`src/verilog/sum_kernel_pkg.sv`:
```
//////////////////////////////
// Integer sums wrap modulo 2**data_bits. Two units need one unit id bit.
//////////////////////////////

package sum_kernel_pkg;

	//////////////////////////////
	// Widths and sizes
	//////////////////////////////

	localparam int vertex_id_bits   = 16;
	localparam int degree_bits      = 12;
	localparam int data_bits        = 32;
	localparam int num_units        = 2;
	localparam int unit_id_bits     = 1;
	localparam int write_fifo_depth = 8;
	localparam int resp_count_bits  = 16;

	//////////////////////////////
	// Stream payloads
	//////////////////////////////

	// Vertex job, degree is the in-edge count
	typedef struct packed {
		logic [vertex_id_bits-1:0] vertex_id;
		logic [degree_bits-1:0]    degree;
	} vertex_job_t;

	typedef struct packed {
		logic [data_bits-1:0] data;
	} edge_data_t;

	// One record per finished vertex
	typedef struct packed {
		logic [vertex_id_bits-1:0] vertex_id;
		logic [unit_id_bits-1:0]   unit_id;
		logic [data_bits-1:0]      sum;
	} write_record_t;

	// Response tag, unit id selects the destination unit
	typedef struct packed {
		logic [unit_id_bits-1:0]   unit_id;
		logic [vertex_id_bits-1:0] vertex_id;
	} write_resp_t;

endpackage

```
`src/verilog/sync_fifo.sv`:
```
//////////////////////////////
// Caller must not push when full or pop when empty
//////////////////////////////

`timescale 1ns/1ps

module sync_fifo #(
	parameter type payload_t = logic [7:0],
	parameter int  depth     = 8
) (
	input  logic     clock,
	input  logic     rstn,
	input  logic     push,
	input  payload_t data_in,
	output logic     full,
	output logic     almost_full,
	input  logic     pop,
	output payload_t data_out,
	output logic     empty
);

	localparam int ptr_bits   = (depth > 1) ? $clog2(depth) : 1;
	localparam int count_bits = $clog2(depth + 1);

	payload_t              mem [depth];
	logic [ptr_bits-1:0]   wr_ptr;
	logic [ptr_bits-1:0]   rd_ptr;
	logic [count_bits-1:0] count;

	// Wrap also works for depths that are not a power of two
	function automatic logic [ptr_bits-1:0] next_ptr(input logic [ptr_bits-1:0] ptr);
		if (ptr == ptr_bits'(depth - 1)) begin
			return '0;
		end
		return ptr + 1'b1;
	endfunction

	always_ff @(posedge clock) begin
		if (push) begin
			mem[wr_ptr] <= data_in;
		end
	end

	always_ff @(posedge clock or negedge rstn) begin
		if (!rstn) begin
			wr_ptr <= '0;
			rd_ptr <= '0;
			count  <= '0;
		end else begin
			if (push) begin
				wr_ptr <= next_ptr(wr_ptr);
			end
			if (pop) begin
				rd_ptr <= next_ptr(rd_ptr);
			end
			case ({push, pop})
				2'b10:   count <= count + 1'b1;
				2'b01:   count <= count - 1'b1;
				default: count <= count;
			endcase
		end
	end

	assign data_out    = mem[rd_ptr];
	assign empty       = (count == '0);
	assign full        = (count == count_bits'(depth));
	assign almost_full = (count >= count_bits'(depth - 1));

	assert property (@(posedge clock) disable iff (!rstn) push |-> !full)
		else $error("sync_fifo: push while full");
	assert property (@(posedge clock) disable iff (!rstn) pop |-> !empty)
		else $error("sync_fifo: pop while empty");

endmodule

```
`src/verilog/vertex_sum_kernel.sv`:
```
//////////////////////////////
// Disabled unit freezes its handshakes, responses are still counted
//////////////////////////////

`timescale 1ns/1ps

module vertex_sum_kernel #(
	parameter logic [sum_kernel_pkg::unit_id_bits-1:0] unit_id = '0
) (
	input  logic                                       clock,
	input  logic                                       rstn,
	input  logic                                       enable,
	input  logic                                       job_valid,
	output logic                                       job_ready,
	input  sum_kernel_pkg::vertex_job_t                job,
	input  logic                                       edge_valid,
	output logic                                       edge_ready,
	input  sum_kernel_pkg::edge_data_t                 edge_data,
	output logic                                       bus_request,
	input  logic                                       bus_grant,
	output sum_kernel_pkg::write_record_t              head,
	input  logic                                       resp_valid,
	output logic [sum_kernel_pkg::resp_count_bits-1:0] resp_count
);

	import sum_kernel_pkg::*;

	typedef enum logic {
		st_idle,
		st_accum
	} state_t;

	state_t                    state;
	logic [degree_bits-1:0]    remaining;
	logic [data_bits-1:0]      running_sum;
	logic [vertex_id_bits-1:0] latched_vertex;
	logic                      job_fire;
	logic                      edge_fire;
	logic                      push;
	write_record_t             record;
	logic                      queue_full;
	logic                      queue_almost_full;
	logic                      queue_empty;

	//////////////////////////////
	// Handshakes
	//////////////////////////////

	assign job_ready = enable && (state == st_idle);
	assign job_fire  = job_valid && job_ready;

	// Stop taking edges before the queue can overflow
	assign edge_ready = enable && (state == st_accum) && (remaining != '0)
		&& !queue_almost_full;
	assign edge_fire  = edge_valid && edge_ready;

	// Count at zero means the sum is complete, zero-degree jobs land here at once
	assign push = enable && (state == st_accum) && (remaining == '0) && !queue_full;

	//////////////////////////////
	// Job control
	//////////////////////////////

	always_ff @(posedge clock or negedge rstn) begin
		if (!rstn) begin
			state     <= st_idle;
			remaining <= '0;
		end else begin
			if (job_fire) begin
				state     <= st_accum;
				remaining <= job.degree;
			end else if (edge_fire) begin
				remaining <= remaining - 1'b1;
			end else if (push) begin
				state <= st_idle;
			end
		end
	end

	// Sum and vertex id
	always_ff @(posedge clock) begin
		if (job_fire) begin
			latched_vertex <= job.vertex_id;
			running_sum    <= '0;
		end else if (edge_fire) begin
			running_sum <= running_sum + edge_data.data;
		end
	end

	assign record = '{vertex_id: latched_vertex, unit_id: unit_id, sum: running_sum};

	//////////////////////////////
	// Write queue
	//////////////////////////////

	sync_fifo #(
		.payload_t(write_record_t),
		.depth    (write_fifo_depth)
	) u_write_queue (
		.clock      (clock),
		.rstn       (rstn),
		.push       (push),
		.data_in    (record),
		.full       (queue_full),
		.almost_full(queue_almost_full),
		.pop        (bus_grant),
		.data_out   (head),
		.empty      (queue_empty)
	);

	assign bus_request = enable && !queue_empty;

	// Responses arrive already routed by unit id
	always_ff @(posedge clock or negedge rstn) begin
		if (!rstn) begin
			resp_count <= '0;
		end else if (resp_valid) begin
			resp_count <= resp_count + 1'b1;
		end
	end

	// Arbiter must only grant a unit that is asking
	assert property (@(posedge clock) disable iff (!rstn) bus_grant |-> bus_request)
		else $error("vertex_sum_kernel: grant without request");

endmodule

```
`src/verilog/write_bus_arbiter.sv`:
```
//////////////////////////////
// write_valid is combinational from requests and a grant needs write_ready
//////////////////////////////

`timescale 1ns/1ps

module write_bus_arbiter (
	input  logic                                                     clock,
	input  logic                                                     rstn,
	input  logic [sum_kernel_pkg::num_units-1:0]                     request,
	input  sum_kernel_pkg::write_record_t [sum_kernel_pkg::num_units-1:0] heads,
	output logic [sum_kernel_pkg::num_units-1:0]                     grant,
	output logic                                                     write_valid,
	input  logic                                                     write_ready,
	output sum_kernel_pkg::write_record_t                            write,
	input  logic                                                     resp_valid,
	input  sum_kernel_pkg::write_resp_t                              resp,
	output logic [sum_kernel_pkg::num_units-1:0]                     resp_route
);

	import sum_kernel_pkg::*;

	logic [unit_id_bits-1:0] pointer;
	logic [unit_id_bits-1:0] winner;
	logic [unit_id_bits-1:0] candidate;
	logic                    found;
	logic                    handshake;

	// Search from the pointer, first requester wins
	always_comb begin
		found     = 1'b0;
		winner    = pointer;
		candidate = pointer;
		for (int i = 0; i < num_units; i++) begin
			candidate = unit_id_bits'((int'(pointer) + i) % num_units);
			if (!found && request[candidate]) begin
				found  = 1'b1;
				winner = candidate;
			end
		end
	end

	assign write_valid = found;
	assign write       = heads[winner];
	assign handshake   = write_valid && write_ready;
	assign grant       = handshake ? (num_units'(1) << winner) : '0;

	// Move past the unit just served
	always_ff @(posedge clock or negedge rstn) begin
		if (!rstn) begin
			pointer <= '0;
		end else if (handshake) begin
			pointer <= unit_id_bits'((int'(winner) + 1) % num_units);
		end
	end

	//////////////////////////////
	// Response routing
	//////////////////////////////

	assign resp_route = resp_valid ? (num_units'(1) << resp.unit_id) : '0;

	// Pointer must move on when every unit keeps asking
	assert property (@(posedge clock) disable iff (!rstn)
		(handshake && (request == '1))
		|=> (!(handshake && (request == '1)) || (grant != $past(grant))))
		else $error("write_bus_arbiter: same unit granted twice while all units wait");

endmodule

```
`src/verilog/sum_kernel_cluster.sv`:
```
//////////////////////////////
// Unit i sits at index i of every per-unit port
//////////////////////////////

`timescale 1ns/1ps

module sum_kernel_cluster (
	input  logic                                             clock,
	input  logic                                             rstn,
	input  logic [sum_kernel_pkg::num_units-1:0]             enable,
	input  logic [sum_kernel_pkg::num_units-1:0]             job_valid,
	output logic [sum_kernel_pkg::num_units-1:0]             job_ready,
	input  sum_kernel_pkg::vertex_job_t [sum_kernel_pkg::num_units-1:0] job,
	input  logic [sum_kernel_pkg::num_units-1:0]             edge_valid,
	output logic [sum_kernel_pkg::num_units-1:0]             edge_ready,
	input  sum_kernel_pkg::edge_data_t [sum_kernel_pkg::num_units-1:0]  edge_data,
	output logic                                             write_valid,
	input  logic                                             write_ready,
	output sum_kernel_pkg::write_record_t                    write,
	input  logic                                             resp_valid,
	input  sum_kernel_pkg::write_resp_t                      resp,
	output logic [sum_kernel_pkg::num_units-1:0][sum_kernel_pkg::resp_count_bits-1:0] resp_count
);

	import sum_kernel_pkg::*;

	logic [num_units-1:0]          bus_request;
	logic [num_units-1:0]          bus_grant;
	logic [num_units-1:0]          resp_route;
	write_record_t [num_units-1:0] heads;

	// Unit id equals the array index
	for (genvar i = 0; i < num_units; i++) begin : gen_unit
		vertex_sum_kernel #(
			.unit_id(unit_id_bits'(i))
		) u_kernel (
			.clock      (clock),
			.rstn       (rstn),
			.enable     (enable[i]),
			.job_valid  (job_valid[i]),
			.job_ready  (job_ready[i]),
			.job        (job[i]),
			.edge_valid (edge_valid[i]),
			.edge_ready (edge_ready[i]),
			.edge_data  (edge_data[i]),
			.bus_request(bus_request[i]),
			.bus_grant  (bus_grant[i]),
			.head       (heads[i]),
			.resp_valid (resp_route[i]),
			.resp_count (resp_count[i])
		);
	end

	write_bus_arbiter u_arbiter (
		.clock      (clock),
		.rstn       (rstn),
		.request    (bus_request),
		.heads      (heads),
		.grant      (bus_grant),
		.write_valid(write_valid),
		.write_ready(write_ready),
		.write      (write),
		.resp_valid (resp_valid),
		.resp       (resp),
		.resp_route (resp_route)
	);

endmodule

```
`config.mk`:
```
export PLATFORM = sky130hd
export DESIGN_NAME = sum_kernel_cluster
export DESIGN_NICKNAME = d
export VERILOG_FILES = /design/src/verilog/sum_kernel_pkg.sv /design/src/verilog/sync_fifo.sv /design/src/verilog/vertex_sum_kernel.sv /design/src/verilog/write_bus_arbiter.sv /design/src/verilog/sum_kernel_cluster.sv
export SDC_FILE = /design/constraint.sdc
export NUM_CORES = 1
export LEC_CHECK = 0
export BUFFER_PORTS_ARGS = -buffer_cell sky130_fd_sc_hd__buf_2
export CAP_MARGIN = 10
export CORE_ASPECT_RATIO = 1.5
export CORE_MARGIN = 1.5
export CORE_UTILIZATION = 55
export CTS_BUF_LIST = sky130_fd_sc_hd__clkbuf_4
export DETAILED_ROUTE_END_ITERATION = 6
export GPL_ROUTABILITY_DRIVEN = 0
export GPL_TIMING_DRIVEN = 0
export PLACE_DENSITY = 0.84
export SETUP_SLACK_MARGIN = 0.02
export SLEW_MARGIN = 20
export SYNTH_ARGS = -nofsm -noshare
export SYNTH_HDL_FRONTEND = slang
export SYNTH_HIERARCHICAL = 1
export SYNTH_SLANG_ARGS = --single-unit
```
`constraint.sdc`:
```
create_clock -name clock -period 6.36 [get_ports clock]
set_input_delay 0.318 -clock clock [delete_from_list [all_inputs] [get_ports clock]]
set_output_delay 0.318 -clock clock [all_outputs]
set_load 0.01 [all_outputs]
```
==> results of run 1 <==
-- cell type report --
cell class | count | area [sq um] | share of cell area
Buffer | 105 | 647 | 0.0130
Multi-Input combinational cell | 1243 | 13100 | 0.264
Clock buffer | 281 | 2110 | 0.0424
Antenna cell | 2 | 5.00 | 0.000101
Sequential cell | 959 | 27800 | 0.559
Clock inverter | 94 | 492 | 0.00989
Inverter | 25 | 93.8 | 0.00189
Tap cell | 1000 | 1250 | 0.0252
Timing Repair Buffer | 480 | 4240 | 0.0853
-- per-layer routing --
layer	vias up	wire length [microns]	global-route usage
met3	361	8250	0.0501
met4	2	5510	0.153
met2	1559	56900	0.507
met5	-	10	0
met1	12900	37600	0.333
li1	11000	-	-
-- power by group through the flow --
stage	logic (mW)	clock network, mW	registers [mW]
2_1_floorplan	4.79	0	8.21
3_3_place_gp	6.59	0	8.46
3_5_place_dp	6.85	0	8.57
4_1_cts	7.33	4.61	8.43
5_1_grt	7.97	4.92	8.53
6_report	7.58	4.56	8.48
-- registers in the layout, indices dropped and copies added, names as in the netlist, 6 cells and up --
| register | flops |
|---|---|
| gen_unit.u_kernel/latched_vertex | 32 |
| gen_unit.u_kernel/remaining | 24 |
| gen_unit.u_kernel/resp_count | 32 |
| gen_unit.u_kernel/running_sum | 64 |
| gen_unit.u_kernel/u_write_queue/count | 8 |
| gen_unit.u_kernel/u_write_queue/mem | 784 |
| gen_unit.u_kernel/u_write_queue/rd_ptr | 6 |
| gen_unit.u_kernel/u_write_queue/wr_ptr | 6 |
-- stage by stage --
step / total power [mW] / std cells / util / area (sq um) / setup WS, ps
after detailed placement: 15.4 / 3614 / 0.603 / 45100 / 1540
after floorplan: 13.0 / 2332 / - / 41500 / 400
after global placement: 15.1 / 3548 / 0.586 / 43800 / -3230
after CTS: 20.4 / 4187 / 0.664 / 49700 / 1340
after global routing: 21.4 / 4189 / 0.665 / 49700 / 1590
final: 20.6 / 4189 / 0.665 / 49700 / 1750
-- logic make-up (layout without fill, tap and decap cells) --
family / Yosys count / after routing
DFF: 959 / 959
and+or+nand+nor: 377 / 377
muxes: 359 / 359
AOI/OAI and AO/OA: 311 / 311
buffers and inverters: 130 / 985
xor gates and xnor gates: 96 / 96
adders and majority gates: 84 / 84
other: 2 / 18
-- final timing paths --
check	startpoint	to	depth (start not counted)
max	gen_unit[0].u_kernel/remaining[8]$_DFFE_PN0P_	gen_unit[0].u_kernel/u_write_queue/mem[2][37]$_DFFE_PP_	12
min	job[16]	gen_unit[0].u_kernel/latched_vertex[4]$_DFFE_PP_	2
max reg2reg	gen_unit[0].u_kernel/remaining[8]$_DFFE_PN0P_	gen_unit[0].u_kernel/u_write_queue/mem[2][37]$_DFFE_PP_	12
min reg2reg	gen_unit[1].u_kernel/resp_count[15]$_DFFE_PN0P_	gen_unit[1].u_kernel/resp_count[15]$_DFFE_PN0P_	1
max in group asynchronous	rstn	gen_unit[1].u_kernel/remaining[10]$_DFFE_PN0P_	4
min in group asynchronous	rstn	gen_unit[0].u_kernel/u_write_queue/count[0]$_DFFE_PN0P_	4
-- repair_timing --
action / CTS / global route
setup endpoints to repair: 0 / 0
endpoints found under the hold margin: 217 / 0
hold buffers: 198 / 0
-- worst reg2reg max path, cell delays in order (launching register included) --
cell and delay (ps):
dfrtp_1 430, or3_1 420, or2_4 280, nor4_2 660, nand2_1 430, nor3_2 740, buf_6 250, buf_6 150
buf_4 210, buf_4 180, buf_4 200, buf_6 170, buf_6 160
-- layout by cell type, fill, tap and decap left out, types with 79 or more instances in the layout --
master         netlist  layout
mux2_2             150     150
ha_1                82      82
dfrtp_1             79      79
edfxtp_1           816     816
clkbuf_4             0     281
nand2_1             91      91
nand3_1             92      92
dlygate4sd3_1        0     197
buf_2               19     235
mux4_1             194     194
o21ai_0             86      86
==> flow_metrics.env, run 1 <==
export IMPL_max_slew_margin=0.293
export IMPL_async_flop_share=0.0824
export IMPL_comb_power_share=0.368
export IMPL_outcome="finished with violations"
export IMPL_p_sw_frac=0.349
export IMPL_setup_violations=0
export IMPL_grt_pass1_wl_microns=163000
export IMPL_cp_end_kind="flop"
export IMPL_clock_sinks=959
export IMPL_crit_buf_inv=7
export IMPL_worst_pin_slew_ps=1060
export IMPL_hp_class="primary input to flop"
export IMPL_yosys_area_top_type_share=0.591
export IMPL_final_setup_tns_ps=0
export IMPL_synth_area_leader_cell="edfxtp_1"
export IMPL_avgSynthCellArea_sq_um=17.9
export IMPL_layout_drive_gt1_share=0.271
export IMPL_path_cells="or3_1 > or2_4 > nor4_2 > nand2_1 > nor3_2 > buf_6 > buf_6 > buf_4 > buf_4 > buf_4 > buf_6 > buf_6"
export IMPL_synthAdderAreaFrac=0.0257
export IMPL_finalHoldWorstSlack_ps=75.8
export IMPL_yosysSeqAreaShare=0.670
export IMPL_nets=3250
export IMPL_post_cts_setup_buffers=0
export IMPL_synth_edf_count=816
export IMPL_die_w_microns=227
export IMPL_finalHoldViolations=0
export IMPL_power_leakage_nw=18.6
export IMPL_violations="DRC"
export IMPL_p_clk_frac=0.221
export IMPL_grt_max_degree=41
export IMPL_fin_skew_ps=83.5
export IMPL_critPathKind="flop to flop"
export IMPL_syn_inst=2318
export IMPL_synth_xor_xnor_area_share=0.0203
export IMPL_clk_latency_ps=1020
export IMPL_crit_top_cell="buf_6"
export IMPL_portBuffers=216
export IMPL_slowest_delay_ps=740
export IMPL_via_per_inst=6.17
export IMPL_max_cap_violations=0
export IMPL_cp_data_arrival_time_ps=5260
export IMPL_firstDrtPassIters=7
export IMPL_maxSlewViolCount=0
export IMPL_cts_root_buf="clkbuf_4"
export IMPL_yosys_area_share_simple=0.0466
export IMPL_n_fill_cell=4719
export IMPL_areaGrowthSynthToFinish_pct=20.0
export IMPL_synthTopCellsByArea="edfxtp_1, mux4_1, dfrtp_1"
export IMPL_cts_max_path_buffers=3
export IMPL_netlist_area_sq_um=41400
export IMPL_start_kind="flop"
export IMPL_ys_flop_type="edfxtp_1"
export IMPL_ys_top_cells_by_count="edfxtp_1, mux4_1, mux2_2"
export IMPL_core_area_sq_um=74800
export IMPL_ys_ff_latch=959
export IMPL_fmax_ghz=0.217
export IMPL_ant_nets=0
export IMPL_crit_family="simple AND/OR/NAND/NOR gates"
export IMPL_worst_path_max_fanout=8
export IMPL_io_pin_count=233
export IMPL_rsz0062_at_grt="false"
export IMPL_first_iter_violations=2678
export IMPL_fin_crit_sh=0.725
export IMPL_pwr_density_cell_nw_per_um2=415
export IMPL_vias=25800
export IMPL_cts_buffers=205
export IMPL_fp_dieArea_sq_um=77000
export IMPL_num_rows=123
export IMPL_htreeDepth=4
export IMPL_required_ps=7010
export IMPL_dpl_hpwl_microns=69000
export IMPL_grt_pass1_vias=27200
export IMPL_clk_pin_slew_ps=80
export IMPL_yosysWarnings=6
export IMPL_p_int_mw=13.4
export IMPL_grt_usage=0.288
export IMPL_grt_overflow_total=0
export IMPL_finalWirelength_microns=108000
export IMPL_start_util=0.554
export IMPL_antenna_found_initial=4
export IMPL_muxShareOfSynthArea=0.169
export IMPL_synth_compound_area_frac=0.0500
export IMPL_die_h_microns=339
export IMPL_drt_wirelength_per_cell_microns=25.9
export IMPL_drc=1
export IMPL_cts_tree="done"
export IMPL_post_route_min_period_ps=4610
export IMPL_seqPwrFrac=0.411
export IMPL_cts_resized=0
export IMPL_synth_top_family_by_area="multiplexers"
export IMPL_ys_types=86
export IMPL_p_switching_mw=7.21
export IMPL_slowest_stage="nor3_2"
export IMPL_rrSetupSlack_ps=1750
export IMPL_yosysMostFrequentCell="edfxtp_1"
export IMPL_vdd_ir_drop_max_mv=0.292
(Power assumes the default switching activity.)
==> inputs of run 2 (changes only) <==
--- a/config.mk
+++ b/config.mk
@@ -14,7 +14,7 @@
 export DETAILED_ROUTE_END_ITERATION = 6
 export GPL_ROUTABILITY_DRIVEN = 0
 export GPL_TIMING_DRIVEN = 0
-export PLACE_DENSITY = 0.84
+export PLACE_DENSITY = 0.81
 export SETUP_SLACK_MARGIN = 0.02
 export SLEW_MARGIN = 20
 export SYNTH_ARGS = -nofsm -noshare
==> constraint.sdc (replaced) <==
create_clock -name clock -period 4.58 [get_ports clock]
set_input_delay 0.229 -clock clock [delete_from_list [all_inputs] [get_ports clock]]
set_output_delay 0.229 -clock clock [all_outputs]
set_load 0.01 [all_outputs]
==> flow_metrics.env, run 2 (synthesized netlist as in run 1, its figures left out) <==
export IMPL_outcome="completed"
export IMPL_hp_class="primary input to flop"
export IMPL_worst_path_stages=13
export IMPL_pwr_density_cell_nw_per_um2=575
export IMPL_rrSetupSlack_ps=180
export IMPL_layout_drive_gt1_share=0.257
export IMPL_dpl_hpwl_microns=68800
export IMPL_via_per_inst=6.11
export IMPL_crit_start="gen_unit[0].u_kernel/running_sum[0]$_SDFFE_PP0P_"
export IMPL_firstDrtPassIters=7
export IMPL_post_cts_setup_buffers=0
export IMPL_required_ps=5430
export IMPL_first_iter_violations=2400
export IMPL_die_h_microns=339
export IMPL_grt_pass1_wl_microns=162000
export IMPL_cts_buffers=203
export IMPL_grt_overflow_total=0
export IMPL_r2r_end="gen_unit[0].u_kernel/running_sum[22]$_SDFFE_PP0P_"
export IMPL_total_power_mw=28.9
export IMPL_critPathKind="flop to flop"
export IMPL_critPathCapture="gen_unit[0].u_kernel/running_sum[22]$_SDFFE_PP0P_"
export IMPL_portBuffers=216
export IMPL_max_slew_margin=0.292
export IMPL_regToRegStartpoint="gen_unit[0].u_kernel/running_sum[0]$_SDFFE_PP0P_"
export IMPL_grt_usage=0.285
export IMPL_finalWirelength_microns=107000
export IMPL_finalHoldViolations=0
export IMPL_fin_crit_sh=0.960
export IMPL_hp_start="edge_data[16]"
export IMPL_drt_wirelength_per_cell_microns=25.3
export IMPL_clk_pin_slew_ps=80
export IMPL_clock_sinks=959
export IMPL_setup_violations=0
export IMPL_p_sw_frac=0.345
export IMPL_vias=25900
export IMPL_crit_family="compound AO/OA/AOI/OAI gates"
export IMPL_cts_tree="done"
export IMPL_finalHoldWorstSlack_ps=122
export IMPL_worst_path_max_fanout=10
export IMPL_io_pin_count=233
export IMPL_core_area_sq_um=74800
export IMPL_areaGrowthSynthToFinish_pct=21.5
export IMPL_start_kind="flop"
export IMPL_max_cap_violations=0
export IMPL_cp_end_kind="flop"
export IMPL_die_w_microns=227
export IMPL_crit_buf_inv=2
export IMPL_antenna_found_initial=4
export IMPL_largestRegisters="gen_unit.u_kernel/u_write_queue/mem: 784 flops, gen_unit.u_kernel/running_sum: 64 flops"
export IMPL_seq_area_sq_um=27800
export IMPL_multi_input_area_sq_um=13100
export IMPL_post_route_min_period_ps=4400
export IMPL_worst_pin_slew_ps=1060
export IMPL_seqPwrFrac=0.407
export IMPL_slowest_stage="dlygate4sd3_1"
export IMPL_rsz0062_at_grt="true"
export IMPL_largest_register_ffs=784
export IMPL_htreeDepth=4
export IMPL_start_util=0.554
export IMPL_cp_data_arrival_time_ps=5240
export IMPL_comb_power_share=0.371
export IMPL_fin_skew_ps=60.7
export IMPL_vdd_ir_drop_max_mv=0.377
export IMPL_regMostFlops="gen_unit.u_kernel/u_write_queue/mem"
export IMPL_p_int_mw=18.9
export IMPL_p_switching_mw=9.98
export IMPL_p_clk_frac=0.222
export IMPL_ff2ff_path_depth=13
export IMPL_slowest_delay_ps=580
export IMPL_cts_max_path_buffers=3
export IMPL_final_cell_mix="edfxtp_1, clkbuf_4, dlygate4sd3_1"
export IMPL_path_cells="ha_1 > fa_1 > a21o_1 > a221oi_4 > o211ai_2 > o2111ai_1 > o2bb2ai_1 > o21ai_0 > a21oi_1 > xor2_1 > dlygate4sd3_1 > o21ai_0 > dlygate4sd3_1"
export IMPL_clk_latency_ps=990
export IMPL_fp_dieArea_sq_um=77000
export IMPL_grt_pass1_vias=27600
export IMPL_cts_root_buf="clkbuf_4"
export IMPL_num_rows=123
export IMPL_maxSlewViolCount=0
export IMPL_n_fill_cell=4668
export IMPL_fmax_ghz=0.228
export IMPL_grt_max_degree=44
export IMPL_nets=3303
export IMPL_power_leakage_nw=18.7
export IMPL_drc=0
export IMPL_final_common_cell="edfxtp_1"
export IMPL_ant_nets=0
-- run 2: cell count changes in the layout (fill, tap and decap cells not counted), sizes merged --
cell and change:
inv -1, dlygate4sd3 +76, clkbuf -8, clkinv +9, clkinvlp -2, buf -21, bufinv +3, diode +1
-- run 2: worst min-delay path by stage --
stage | end | cells past startpoint
after floorplan | gen_unit[0].u_kernel/remaining[0]$_DFFE_PN0P_ | 0
after global placement | gen_unit[1].u_kernel/latched_vertex[14]$_DFFE_PP_ | 1
after detailed placement | gen_unit[1].u_kernel/resp_count[5]$_DFFE_PN0P_ | 1
after CTS | gen_unit[0].u_kernel/running_sum[16]$_SDFFE_PP0P_ | 5
after global routing | gen_unit[0].u_kernel/running_sum[16]$_SDFFE_PP0P_ | 5
final | gen_unit[0].u_kernel/running_sum[16]$_SDFFE_PP0P_ | 5
-- run 2: cell type report --
cell class                 instances  area share
antenna                            3    0.000149
sequential                       959       0.552
buffer                           105      0.0129
multi-input combinational       1243       0.261
clock buffer                     273      0.0407
timing repair buffer             535      0.0950
tap                             1000      0.0249
clock inverter                   103      0.0118
inverter                          25     0.00186
-- run 2: per-stage QoR --
| stage | cells | setup TNS, ps | instance area (sq um) | setup WS, ps | util |
|---|---|---|---|---|---|
| 2_1_floorplan | 2332 | -18630 | 41500 | -69.2 | - |
| 3_3_place_gp | 3548 | -1760060 | 43800 | -2430 | 0.586 |
| 3_5_place_dp | 3593 | 0 | 44900 | 352 | 0.600 |
| 4_1_cts | 4243 | 0 | 50300 | 193 | 0.673 |
| 5_1_grt | 4245 | 0 | 50300 | 14.3 | 0.673 |
| 6_report | 4246 | 0 | 50300 | 184 | 0.673 |
-- run 2: power by group through the flow --
stage	combinational (mW)	clock (mW)	sequential (mW)
5_1_grt	11.4	6.96	11.8
6_report	10.7	6.42	11.8
3_3_place_gp	9.16	0	11.7
3_5_place_dp	9.53	0	11.9
4_1_cts	10.4	6.53	11.7
2_1_floorplan	6.65	0	11.4
-- run 2: metal layers --
layer	global-route usage	vias to the layer above	wire length, microns
met1	0.327	13000	37600
met3	0.0517	361	7460
met5	0	-	12
met2	0.499	1404	56500
met4	0.161	2	5890
li1	-	11100	-
-- run 2: repair_timing --
item	in CTS	in global routing
hold buffers	274	0
resized for setup	0	4
hold endpoints to repair	244	0
setup endpoints to repair	0	24
-- run 2: worst reg2reg max path, cell delays in order (launching register included) --
cell	delay, ps
dfxtp_1	450
ha_1	320
fa_1	430
a21o_1	250
a221oi_4	330
o211ai_2	140
o2111ai_1	260
o2bb2ai_1	280
o21ai_0	190
a21oi_1	220
xor2_1	180
dlygate4sd3_1	570
o21ai_0	80
dlygate4sd3_1	580
==> inputs of run 3 (changes only) <==
--- a/config.mk
+++ b/config.mk
@@ -9,12 +9,12 @@
 export CAP_MARGIN = 10
 export CORE_ASPECT_RATIO = 1.5
 export CORE_MARGIN = 1.5
-export CORE_UTILIZATION = 55
+export CORE_UTILIZATION = 59
 export CTS_BUF_LIST = sky130_fd_sc_hd__clkbuf_4
 export DETAILED_ROUTE_END_ITERATION = 6
 export GPL_ROUTABILITY_DRIVEN = 0
 export GPL_TIMING_DRIVEN = 0
-export PLACE_DENSITY = 0.81
+export PLACE_DENSITY = 0.85
 export SETUP_SLACK_MARGIN = 0.02
 export SLEW_MARGIN = 20
 export SYNTH_ARGS = -nofsm -noshare
==> constraint.sdc (replaced) <==
create_clock -name clock -period 4.21 [get_ports clock]
set_input_delay 0.2105 -clock clock [delete_from_list [all_inputs] [get_ports clock]]
set_output_delay 0.2105 -clock clock [all_outputs]
set_load 0.01 [all_outputs]
==> flow_metrics.env, run 3 (synthesized netlist as in run 1, its figures left out) <==
export IMPL_outcome="completed"
export IMPL_areaGrowthSynthToFinish_pct=21.5
export IMPL_setup_violations=0
export IMPL_largest_register_ffs=784
export IMPL_vias=26800
export IMPL_dpl_hpwl_microns=69200
export IMPL_finalHoldViolations=0
export IMPL_grt_pass1_vias=27700
export IMPL_num_rows=118
export IMPL_worst_pin_slew_ps=1170
export IMPL_start_util=0.598
export IMPL_cp_data_arrival_time_ps=4740
export IMPL_first_iter_violations=3010
export IMPL_finalHoldWorstSlack_ps=170
export IMPL_cts_max_path_buffers=3
export IMPL_core_area_sq_um=69200
export IMPL_power_leakage_nw=18.8
export IMPL_slowest_stage="or4_1"
export IMPL_holdPathEnd="gen_unit[1].u_kernel/running_sum[24]$_SDFFE_PP0P_"
export IMPL_max_cap_violations=0
export IMPL_dr_max_layer_used="met4"
export IMPL_via_per_inst=6.43
export IMPL_wl_met3_microns=9910
export IMPL_clock_sinks=959
export IMPL_slowest_delay_ps=580
export IMPL_regToRegStartpoint="gen_unit[1].u_kernel/remaining[7]$_DFFE_PN0P_"
export IMPL_ff2ff_path_depth=10
export IMPL_hp_class="primary input to flop"
export IMPL_grt_pass1_wl_microns=169000
export IMPL_htreeDepth=4
export IMPL_critPathKind="flop to flop"
export IMPL_start_kind="flop"
export IMPL_crit_buf_inv=3
export IMPL_drc=0
export IMPL_ant_nets=0
export IMPL_final_common_cell="edfxtp_1"
export IMPL_maxSlewViolCount=0
export IMPL_max_slew_margin=0.221
export IMPL_crit_top_cell="buf_8"
export IMPL_firstDrtPassIters=6
export IMPL_path_cells="or4_1 > or2_1 > nor3_4 > nand2_1 > nor3_2 > nand2b_1 > nor3_4 > buf_8 > buf_8 > buf_8"
export IMPL_cts_buffers=206
export IMPL_die_h_microns=328
export IMPL_pwr_density_cell_nw_per_um2=637
export IMPL_fp_dieArea_sq_um=71900
export IMPL_drt_wirelength_per_cell_microns=27.9
export IMPL_clk_pin_slew_ps=80
export IMPL_die_w_microns=219
export IMPL_holdPathStages=7
export IMPL_cts_tree="done"
export IMPL_fin_skew_ps=81.3
export IMPL_clk_latency_ps=1010
export IMPL_regMostFlops="gen_unit.u_kernel/u_write_queue/mem"
export IMPL_fmax_ghz=0.246
export IMPL_layout_drive_gt1_share=0.266
export IMPL_final_cell_mix="edfxtp_1, clkbuf_4, dlygate4sd3_1"
export IMPL_portBuffers=216
export IMPL_io_pin_count=233
export IMPL_fin_crit_sh=0.966
export IMPL_grt_max_degree=45
export IMPL_r2r_end="gen_unit[1].u_kernel/u_write_queue/mem[0][42]$_DFFE_PP_"
export IMPL_grt_usage=0.326
export IMPL_crit_family="simple AND/OR/NAND/NOR gates"
export IMPL_finalWirelength_microns=116000
export IMPL_n_fill_cell=3738
export IMPL_antenna_found_initial=3
export IMPL_required_ps=4880
export IMPL_post_route_min_period_ps=4070
export IMPL_met2_length_microns=60100
export IMPL_vdd_ir_drop_max_mv=0.411
export IMPL_finish_utilization=0.727
export IMPL_grt_overflow_total=0
export IMPL_cts_root_buf="clkbuf_4"
export IMPL_largestRegisters="gen_unit.u_kernel/u_write_queue/mem: 784 flops, gen_unit.u_kernel/running_sum: 64 flops"
export IMPL_rsz0062_at_grt="false"
export IMPL_nets=3314
export IMPL_hp_start="edge_data[55]"
export IMPL_worst_path_max_fanout=11
export IMPL_cp_end_kind="flop"
export IMPL_rrSetupSlack_ps=140
export IMPL_met1_length_microns=38600
==> run 3: worst max-delay path by stage <==
stage | end | slack (ps) | from | depth (start not counted)
3_5_place_dp | gen_unit[0].u_kernel/u_write_queue/mem[2][43]$_DFFE_PP_ | -140 | gen_unit[0].u_kernel/remaining[8]$_DFFE_PN0P_ | 9
5_1_grt | gen_unit[0].u_kernel/running_sum[31]$_SDFFE_PP0P_ | 20 | gen_unit[0].u_kernel/running_sum[1]$_SDFFE_PP0P_ | 12
4_1_cts | gen_unit[1].u_kernel/u_write_queue/mem[1][42]$_DFFE_PP_ | 120 | gen_unit[1].u_kernel/remaining[7]$_DFFE_PN0P_ | 10
3_3_place_gp | gen_unit[1].u_kernel/u_write_queue/mem[4][47]$_DFFE_PP_ | -2780 | gen_unit[1].u_kernel/remaining[7]$_DFFE_PN0P_ | 7
6_report | gen_unit[1].u_kernel/u_write_queue/mem[0][42]$_DFFE_PP_ | 140 | gen_unit[1].u_kernel/remaining[7]$_DFFE_PN0P_ | 10
2_1_floorplan | gen_unit[1].u_kernel/u_write_queue/mem[4][0]$_DFFE_PP_ | -440 | gen_unit[1].u_kernel/remaining[7]$_DFFE_PN0P_ | 7
==> run 3: worst min-delay path, stage by stage <==
cell and delay [ps]:
buf_2 100, ha_1 230, a21oi_1 90, o21ai_0 80, nand2_1 130, xor2_1 170, o21ai_0 90
==> run 3: power breakdown <==
part,switching [mW],internal [mW]
combinational,6.29,5.64
clock,3.75,3.57
sequential,1.29,11.5
==> run 3: routing by layer <==
metal	up-vias	GRT usage
met3	474	0.0650
met2	1847	0.566
met5	-	0
li1	11200	-
met1	13300	0.371
met4	0	0.192
==> run 3: repair_timing <==
item                                    CTS  global route
setup buffers                             0             5
resized for setup                         1             1
endpoints found under the setup margin   20            85
pin swaps                                 0             1
endpoints found under the hold margin   246             0
hold buffers                            272             0
==> run 3: cell type report <==
type	count	area (sq um)	share of cell area
Antenna cell	4	10.0	0.000199
Tap cell	900	1130	0.0224
Sequential cell	959	27800	0.551
Buffer	105	647	0.0128
Clock inverter	92	568	0.0113
Multi-Input combinational cell	1243	13100	0.261
Clock buffer	288	2160	0.0429
Timing Repair Buffer	543	4850	0.0963
Inverter	25	93.8	0.00186
==> run 3: per-stage QoR <==
stage | cell area, sq um | setup WS, ps | instances | total power, mW | TNS (ps)
detailed placement | 44800 | -142 | 3498 | 23.3 | -1410
finish | 50300 | 142 | 4159 | 32.1 | 0
global placement | 43700 | -2780 | 3448 | 22.7 | -1418300
CTS | 50300 | 118 | 4150 | 31.3 | 0
global route | 50300 | 17.1 | 4158 | 33.2 | 0
floorplan | 41500 | -439 | 2332 | 19.6 | -152050
